File: src/rnn_pkg.sv
package rnn_pkg;

    // Layer size
    localparam int HIDDEN_SIZE = 4;

    // Q16.16 fixed point
    localparam int DATA_W = 32;
    localparam int FRAC_W = 16;

    // Five guard bits cover the column sums without overflow
    localparam int ACC_W = DATA_W + 5;

    typedef logic signed [DATA_W-1:0] fixed_t;
    typedef logic signed [ACC_W-1:0] acc_t;
    typedef fixed_t [HIDDEN_SIZE-1:0] hidden_vec_t;

    // Saturation limits
    localparam fixed_t FIXED_MAX = fixed_t'({1'b0, {(DATA_W-1){1'b1}}});
    localparam fixed_t FIXED_MIN = fixed_t'({1'b1, {(DATA_W-1){1'b0}}});

    // Input to hidden, one weight per hidden unit
    localparam fixed_t W_I2H [HIDDEN_SIZE] = '{
        32'sh0002_8000,   // 2.5
        32'shFFFD_C000,   // -2.25
        32'sh0000_C000,   // 0.75
        32'sh0003_0000    // 3.0
    };

    // Hidden to hidden, row is the source element, column the destination unit
    localparam fixed_t W_H2H [HIDDEN_SIZE][HIDDEN_SIZE] = '{
        '{32'sh0000_8000, 32'shFFFF_C000, 32'sh0000_2000, 32'sh0000_199A},
        '{32'shFFFF_B333, 32'sh0000_6000, 32'shFFFF_8000, 32'sh0000_4000},
        '{32'sh0000_1000, 32'shFFFF_E000, 32'sh0000_5000, 32'shFFFF_A000},
        '{32'sh0000_3000, 32'sh0000_199A, 32'shFFFF_F000, 32'sh0000_6666}
    };

    // Hidden to output
    localparam fixed_t W_H2O [HIDDEN_SIZE] = '{
        32'sh0001_8000,   // 1.5
        32'shFFFF_4000,   // -0.75
        32'sh0000_A000,   // 0.625
        32'shFFFE_C000    // -1.25
    };

    // Full signed product, rescaled and truncated to one word
    function automatic fixed_t fixed_mul(
        input fixed_t a,
        input fixed_t b
    );
        logic signed [2*DATA_W-1:0] prod;

        prod = a * b;
        return fixed_t'(prod >>> FRAC_W);
    endfunction

endpackage

File: src/rnn_recurrent_matvec.sv
module rnn_recurrent_matvec (
    input  rnn_pkg::hidden_vec_t i_hidden,
    output rnn_pkg::hidden_vec_t o_recurrent
);

    // One product per weight, indexed [source][destination]
    rnn_pkg::fixed_t partial [rnn_pkg::HIDDEN_SIZE][rnn_pkg::HIDDEN_SIZE];

    rnn_pkg::acc_t col_sum [rnn_pkg::HIDDEN_SIZE];

    genvar gi;
    genvar gj;

    generate
        for (gi = 0; gi < rnn_pkg::HIDDEN_SIZE; gi++) begin : g_row
            for (gj = 0; gj < rnn_pkg::HIDDEN_SIZE; gj++) begin : g_col
                assign partial[gi][gj] = rnn_pkg::fixed_mul(i_hidden[gi],
                                                            rnn_pkg::W_H2H[gi][gj]);
            end
        end
    endgenerate

    // Column sums in the wide accumulator
    generate
        for (gj = 0; gj < rnn_pkg::HIDDEN_SIZE; gj++) begin : g_sum
            always_comb begin
                rnn_pkg::acc_t acc;

                acc = '0;
                for (int i = 0; i < rnn_pkg::HIDDEN_SIZE; i++) begin
                    acc = acc + rnn_pkg::acc_t'(partial[i][gj]);
                end
                col_sum[gj] = acc;
            end

            // Low word only, an overflowing sum wraps
            assign o_recurrent[gj] = rnn_pkg::fixed_t'(col_sum[gj][rnn_pkg::DATA_W-1:0]);
        end
    endgenerate

endmodule

File: src/rnn_hidden_update.sv
module rnn_hidden_update (
    input  logic                 i_clk,
    input  logic                 i_reset,
    input  logic                 i_valid,
    input  rnn_pkg::fixed_t      i_x,
    input  rnn_pkg::hidden_vec_t i_recurrent,
    output rnn_pkg::hidden_vec_t o_hidden,
    output logic                 o_step_done
);

    localparam int SUM_W = rnn_pkg::DATA_W + 1;

    // Saturating sum, visible before the register
    rnn_pkg::hidden_vec_t hidden_next;

    genvar gu;

    generate
        for (gu = 0; gu < rnn_pkg::HIDDEN_SIZE; gu++) begin : g_unit
            rnn_pkg::fixed_t        input_term;
            rnn_pkg::fixed_t        rec_term;
            logic signed [SUM_W-1:0] sum_ext;

            assign input_term = rnn_pkg::fixed_mul(i_x, rnn_pkg::W_I2H[gu]);
            assign rec_term   = i_recurrent[gu];

            // One extra sign bit is enough for a two-term sum
            assign sum_ext = {rec_term[rnn_pkg::DATA_W-1], rec_term}
                           + {input_term[rnn_pkg::DATA_W-1], input_term};

            always_comb begin
                if (sum_ext > SUM_W'(rnn_pkg::FIXED_MAX)) begin
                    hidden_next[gu] = rnn_pkg::FIXED_MAX;
                end else if (sum_ext < $signed(SUM_W'(rnn_pkg::FIXED_MIN))) begin
                    hidden_next[gu] = rnn_pkg::FIXED_MIN;
                end else begin
                    hidden_next[gu] = sum_ext[rnn_pkg::DATA_W-1:0];
                end
            end
        end
    endgenerate

    // Hidden state register, updated only on an accepted step
    always_ff @(posedge i_clk) begin
        if (i_reset) begin
            o_hidden    <= '0;
            o_step_done <= 1'b0;
        end else begin
            o_step_done <= i_valid;
            if (i_valid) begin
                o_hidden <= hidden_next;
            end
        end
    end

endmodule

File: src/rnn_output_reduce.sv
module rnn_output_reduce (
    input  logic                 i_clk,
    input  logic                 i_reset,
    input  logic                 i_step_done,
    input  rnn_pkg::hidden_vec_t i_hidden,
    output logic                 o_valid,
    output rnn_pkg::fixed_t      o_y
);

    // Weighted hidden elements
    rnn_pkg::fixed_t partial [rnn_pkg::HIDDEN_SIZE];

    rnn_pkg::acc_t   dot_acc;
    rnn_pkg::fixed_t y_next;

    genvar gk;

    generate
        for (gk = 0; gk < rnn_pkg::HIDDEN_SIZE; gk++) begin : g_mul
            assign partial[gk] = rnn_pkg::fixed_mul(i_hidden[gk], rnn_pkg::W_H2O[gk]);
        end
    endgenerate

    // Reduction tree left to synthesis
    always_comb begin
        dot_acc = '0;
        for (int k = 0; k < rnn_pkg::HIDDEN_SIZE; k++) begin
            dot_acc = dot_acc + rnn_pkg::acc_t'(partial[k]);
        end
    end

    // Wraps to one word like the recurrent sums
    assign y_next = rnn_pkg::fixed_t'(dot_acc[rnn_pkg::DATA_W-1:0]);

    always_ff @(posedge i_clk) begin
        if (i_reset) begin
            o_valid <= 1'b0;
            o_y     <= '0;
        end else begin
            o_valid <= i_step_done;
            if (i_step_done) begin
                o_y <= y_next;
            end
        end
    end

endmodule

File: src/rnn_cell.sv
module rnn_cell (
    input  logic                 i_clk,
    input  logic                 i_reset,
    input  logic                 i_valid,
    input  rnn_pkg::fixed_t      i_x,
    output rnn_pkg::hidden_vec_t o_hidden,
    output logic                 o_valid,
    output rnn_pkg::fixed_t      o_y
);

    // Registered hidden state, shared by the recurrence and the output
    rnn_pkg::hidden_vec_t hidden_state;

    // Combinational recurrent projection of the current state
    rnn_pkg::hidden_vec_t recurrent;

    logic step_done;

    rnn_recurrent_matvec rnn_recurrent_matvec_i (
        .i_hidden    (hidden_state),
        .o_recurrent (recurrent)
    );

    rnn_hidden_update rnn_hidden_update_i (
        .i_clk       (i_clk),
        .i_reset     (i_reset),
        .i_valid     (i_valid),
        .i_x         (i_x),
        .i_recurrent (recurrent),
        .o_hidden    (hidden_state),
        .o_step_done (step_done)
    );

    // Output follows the hidden update by one cycle
    rnn_output_reduce rnn_output_reduce_i (
        .i_clk       (i_clk),
        .i_reset     (i_reset),
        .i_step_done (step_done),
        .i_hidden    (hidden_state),
        .o_valid     (o_valid),
        .o_y         (o_y)
    );

    assign o_hidden = hidden_state;

endmodule

File: config.mk
export PLATFORM = sky130hd
export DESIGN_NAME = rnn_cell
export DESIGN_NICKNAME = d
export VERILOG_FILES = /design/src/rnn_pkg.sv /design/src/rnn_recurrent_matvec.sv /design/src/rnn_hidden_update.sv /design/src/rnn_output_reduce.sv /design/src/rnn_cell.sv
export SDC_FILE = /design/constraint.sdc
export NUM_CORES = 2
export LEC_CHECK = 0
export BUFFER_PORTS_ARGS = -buffer_cell sky130_fd_sc_hd__buf_2
export CAP_MARGIN = 10
export CORE_MARGIN = 5
export CORE_UTILIZATION = 60
export DETAILED_ROUTE_END_ITERATION = 8
export GPL_ROUTABILITY_DRIVEN = 0
export PLACE_DENSITY = 0.84
export SETUP_SLACK_MARGIN = 0.1
export SYNTH_ARGS = -nofsm -noshare
export SYNTH_HDL_FRONTEND = slang
export SYNTH_SLANG_ARGS = --single-unit
File: constraint.sdc
create_clock -name i_clk -period 16.1 [get_ports i_clk]
set_input_delay 2.415 -clock i_clk [delete_from_list [all_inputs] [get_ports i_clk]]
set_output_delay 2.415 -clock i_clk [all_outputs]
set_load 0.01 [all_outputs]
---- Word level (Yosys, flattened, before mapping) ----
Index checks and enable logic that the tools add are counted.
storage, ports and cells
  register bits after elaboration ......... 162
  latch bits .............................. 0
  RAM bits ................................ 0
  memory bits (read-only) ................. 0
  bits of input ports ..................... 35
  output and inout bits ................... 161
  logic and storage cells ................. 62
  memories kept ........................... 0
operators by class
  add/sub/neg operators ................... 23
  multiply operators ...................... 16
  div/mod/pow operators ................... 0
  order comparisons ....................... 8
  equal/unequal tests ..................... 0
  shift operators ......................... 0
  mux-type cells .......................... 8
  bitwise logic cells ..................... 0
  reduce and logical (&&, ||, !) cells .... 0
operator list
  kind                      count
  $add A32 B32 Y32          8
  $mux W32                  8
  $add A32 B32 Y33          4
  $gt A33 B32 Y1 const B    4
  $lt A33 B32 Y1 const B    4
  $mul A32 B3 Y35 const B   3
  $mul A32 B13 Y45 const B  2
  $mul A32 B3 Y34 const B   2
  $add A31 B32 Y32          2
  $mul A32 B16 Y48 const B  1
  $mul A32 B15 Y47 const B  1
  $mul A32 B4 Y36 const B   1
  $neg A32 Y36              1
  $mul A32 B4 Y35 const B   1
  $neg A32 Y35              1
  $mul A32 B4 Y34 const B   1
  $mul A32 B5 Y34 const B   1
  $neg A32 Y34              1
  $mul A32 B3 Y33 const B   1
  $mul A32 B4 Y33 const B   1
  $neg A32 Y33              1
  $add A29 B32 Y32          1
  $add A32 B28 Y32          1
  $add A32 B30 Y32          1
  other kinds (3)           3

---- Longest topological paths before layout ----
  depth in word-level cells ............... 8
  gate-level depth with buffers ........... 55
  depth with buffers taken out ............ 54

---- By module ----
A second synthesis with hierarchy kept.
unflattened totals
  cells, all modules ...................... 9,684
  area total of the unflattened synthesis .. 82,352.7 µm²
by module, submodules not included
  module                times used  cells each  area each (µm²)  sequential area each (µm²)
  rnn_recurrent_matvec  1           5,692       49,826.5         0.0
  rnn_hidden_update     1           2,498       19,718.9         2,582.5
  rnn_output_reduce     1           1,494       12,807.3         660.6

---- Worst setup path before layout ----
Ideal clock, no wire load.
  kind .................................... flip-flop to flip-flop
  start point ............................. reg rnn_hidden_update_i.o_hidden[127] (netlist name)
  end point ............................... reg rnn_hidden_update_i.o_hidden[117] (netlist name)
  library setup time ...................... 0.119 ns
  arrival ................................. 11.761 ns
  required time ........................... 15.981 ns
  path slack .............................. 4.221 ns
  stages on the path, launching flop included .. 49
  path buffers ............................ 4
  clock period less this slack ............ 11.879 ns
  path through ............................ dfxtp_1 clkbuf_1 clkinv_1 ha_1 inv_1 fa_1 inv_1 ha_1 fa_1 fa_1 inv_1 fa_1 inv_1 ha_1 a2111oi_0 a21oi_1 o21ai_1 nand2_1 [13 not listed] a21oi_1 nor4bb_1 nor2_1 and2_1 nor2_1 ha_1 a21oi_1 nor2b_1 o21ai_0 nand2b_1 a21oi_1 nor2b_1 nor3_1 xor2_1 clkbuf_1 clkbuf_1 a21oi_1 o221a_1
on the way
  word-level cells in the longest chain between the ends .. 6
  elaborated cells between the ends (all ways) .. 7
  those cells by class .................... add/sub (2); mul (1); order compare (2); mux (2)
ends and longest elaborated chain
  what                      line                        RTL
  start: declaration        rnn_hidden_update.sv:7      output rnn_pkg::hidden_vec_t o_hidden,
  start signal: assignment  rnn_hidden_update.sv:51     o_hidden <= hidden_next;
  $mul A32 B15 Y47 *        rnn_pkg.sv:52               prod = a * b;
  $add A32 B32 Y32 *        rnn_recurrent_matvec.sv:31  acc = acc + rnn_pkg::acc_t'(partial[i][gj]);
  $add A32 B32 Y33 *        rnn_hidden_update.sv:29     + {input_term[rnn_pkg::DATA_W-1], input_term};
  $lt A33 B32 Y1            rnn_hidden_update.sv:34     end else if (sum_ext < $signed(SUM_W'(rnn_pkg::FIXED_MIN))) begin
  $mux W32                  rnn_hidden_update.sv:34
  $mux W32 *                rnn_hidden_update.sv:32     if (sum_ext > SUM_W'(rnn_pkg::FIXED_MAX)) begin
Mark *: on every way between the ends. The rest lies on a longest branch, timed or not.
A chain may end at the register's enable or synchronous reset.

---- Worst setup path after layout ----
  start point ............................. reg rnn_hidden_update_i.o_hidden[42] (netlist name)
  end point ............................... reg rnn_hidden_update_i.o_hidden[0] (netlist name)
on the way
  word-level cells in the longest chain between the ends .. 8
  elaborated cells between the ends (all ways) .. 9
  those cells by class .................... add/sub (4); mul (1); order compare (2); mux (2)
ends and longest elaborated chain
  what                line
  $mul A32 B16 Y48 *  rnn_pkg.sv:52
  $add A31 B32 Y32 *  rnn_recurrent_matvec.sv:31
  $add A32 B28 Y32 *  rnn_recurrent_matvec.sv:31
  $add A32 B31 Y32 *  rnn_recurrent_matvec.sv:31
  $add A32 B32 Y33 *  rnn_hidden_update.sv:29
  $lt A33 B32 Y1      rnn_hidden_update.sv:34
  $mux W32            rnn_hidden_update.sv:34
  $mux W32 *          rnn_hidden_update.sv:32
Marked as above.

==> impl_metrics.csv <==
group,metric,value,unit
status,status,"finished clean",
timing,slew_violations,0,
timing,relSlewSlack,0.142,
clock_tree,clk_latency,580,ps
place,portBuffers,195,
route,ant_nets,0,
clock_tree,htree_levels,4,
layout,drive_gt1_frac,0.0375,
yosys,synthArstFlopShare,0,
floorplan,start_util,0.602,
global_routing,busiest_layer,"met2",
yosys,yosys.area.top_type,"fa_1",
yosys,syn_avg_cell_area,8.55,um^2
yosys,synth-simple-area-share,0.0878,
global_routing,grtUsageMet1,0.462,
worst_setup_path,required,16530,ps
yosys,synthTopCellsByArea,"fa_1, ha_1, inv_1",
route,drt_iter0_markers,7674,
yosys,synth_compound_area_frac,0.167,
floorplan,coreArea,129000,um^2
route,drt-wirelength-per-cell,24.1,um
clock_tree,clk_pin_slew,90,ps
yosys,post_synth_fa_ha_maj_area_fraction,0.501,
timing,fin_crit,14560,ps
route,drtPass1Iterations,9,
global_routing,grt_start_max_net_pins,100,
timing,worstMarginPinSlew,1280,ps
floorplan,dieArea,137000,um^2
floorplan,num_rows,132,
yosys,ys_ff_latch,162,
yosys,synth_mux_area_frac,0.00535,
yosys,post_synth_num_cell_types,91,
timing,fmax,68.7,MHz
floorplan,ios,196,
yosys,synthCells,9077,
yosys,synth-edff-count,0,
route,drc_errors,0,
run,max_cap_viol_count,0,
yosys,synth_top_family_by_area,"adder cells",
timing,rsz0062_at_grt,"false",
timing,clock_skew,26.4,ps
hold_path,hold_depth,2,
route,drt_wl_total,264000,um
clock_tree,cts_buffer_depth,2,
yosys,postSynthNetCount,11600,
layout,final_common_cell,"inv_1",
global_routing,grt_use_met3,0.0988,
global_routing,antenna_found_initial,3,
yosys,synthFlopType,"dfxtp_1",
hold_path,hold_path_class,"reg2reg",
yosys,synthesis.area,77600,um^2
worst_setup_path,crit_slowest_cell,"o41ai_1",
timing,post-route-period-util,0.904,
global_routing,grt_pass1_wl,398000,um
worst_setup_path,worstSetupStartpointType,"flop",
layout,most-common-layout-cells,"inv_1, ha_1, fa_1",
global_routing,grt_usage,0.383,
worst_setup_path,arrival,14990,ps
route,viasPerCell,6.19,
worst_setup_path,crit_path_frequent_cell,"fa_1",
timing,fin_tns_setup,0,ps
clock_tree,cts_setup_buffers,0,
worst_setup_path,critPathMaxStageDelay,920,ps
timing,setup_viol,0,
yosys,synth_xor_area_frac,0.0902,
global_routing,gr-usage-met2,0.551,
worst_setup_path,cp-end-kind,"flop",
clock_tree,cts_tree,"yes",
layout,layout.nets,11700,
route,num_vias,67900,
clock_tree,cts-root-buf,"clkbuf_16",
place,dpl.hpwl,227000,um
yosys,yosysTopAreaCellShare,0.266,
clock_tree,cts_hold_buf,0,
timing,hold_viol_final,0,
yosys,synth_warnings,0,
worst_setup_path,path_class,"reg2reg",
clock_tree,clock-sinks,162,
worst_setup_path,crit_fanout,28,
layout,fillers,10400,
layout,syn_to_final_growth,4.76,%
global_routing,grt-ovfl-total,0,
clock_tree,cts_made_buffers,17,
clock_tree,post_cts_resized,0,
global_routing,grt_pass1_vias,67700,
worst_setup_path,reg2reg_depth,47,
layout,antenna_cells,0,
floorplan,die_w,370,um
floorplan,fp.dieH,370,um
yosys,seq_area_frac_synth,0.0418,
## flip-flops by register name (all words and copies together) (netlist names)
signal and count:
rnn_output_reduce_i.o_valid 1, rnn_hidden_update_i.o_hidden 128, rnn_hidden_update_i.o_step_done 1, rnn_output_reduce_i.o_y 32
## path summary, 6_finish.rpt
path,startpoint,slack (ps),endpoint
setup / recovery,rnn_hidden_update_i.o_hidden[42],1540,rnn_hidden_update_i.o_hidden[0]
hold / removal,rnn_output_reduce_i.o_y[5],470,rnn_output_reduce_i.o_y[5]
setup reg to reg,rnn_hidden_update_i.o_hidden[42],1540,rnn_hidden_update_i.o_hidden[0]
hold reg to reg,rnn_output_reduce_i.o_y[5],470,rnn_output_reduce_i.o_y[5]
## cell families after synthesis
logic type,after synthesis
flip-flops,162
XOR/XNOR,792
multiplexers,41
AO/OA/AOI/OAI,1999
AND/OR/NAND/NOR,1381
adder cells (fa/ha/maj),2488
buffers and inverters,2214
## synthesized netlist by cell type (82+ instances only)
master and count:
clkbuf_1 113, o221a_1 85, o21a_1 103, xnor2_1 562, a211oi_1 82, o21ai_0 321
a21o_1 287, nand2_1 301, o21bai_1 101, xor2_1 225, inv_1 2089, nor2_1 383
nor3_1 102, nand2b_1 102, ha_1 1451, dfxtp_1 162, nand3_1 137, a21oi_1 631
fa_1 1029
## cell type report
class / instances / area (um^2) / share of cell area
multi-input cells: 6701 / 66100 / 0.813
inverters: 2096 / 7870 / 0.0968
flip-flops and latches: 162 / 3250 / 0.0399
well taps: 1742 / 2180 / 0.0268
repair buffers: 244 / 1350 / 0.0166
clock buffers: 19 / 453 / 0.00557
clock inverters: 13 / 103 / 0.00126
## layer usage
| metal | wire (um) | part of all wire | up-vias |
|---|---|---|---|
| li1 | - | - | 30200 |
| met1 | 93900 | 0.36 | 32200 |
| met2 | 106000 | 0.40 | 4369 |
| met3 | 31300 | 0.12 | 1134 |
| met4 | 33400 | 0.13 | 4 |
| met5 | 27 | 0.00010 | - |
## critical path: cells and delay by family, from the launching register on
family	cells	cell delay, ps
fa+ha+maj	11	4950
xor+xnor	2	360
buf+inv	7	1080
mux	1	120
flops	1	890
simple gates	9	2260
compound gates	17	4710
## metrics by stage
| step | std cells | instance area (um^2) | hold WS, ps | setup slack [ps] | utilization |
|---|---|---|---|---|---|
| after floorplan | 9077 | 77600 | 486 | 4220 | - |
| after global placement | 10900 | 80700 | 460 | 2600 | 0.626 |
| after detailed placement | 10900 | 80700 | 467 | 2350 | 0.626 |
| after CTS | 11000 | 81300 | 477 | 2230 | 0.630 |
| after global routing | 11000 | 81300 | 493 | 1120 | 0.630 |
| final | 11000 | 81300 | 471 | 1540 | 0.630 |
Power is left out: the tool's default activity adds up to more than one toggle a clock period on the data nets, which glitch-free logic cannot reach.
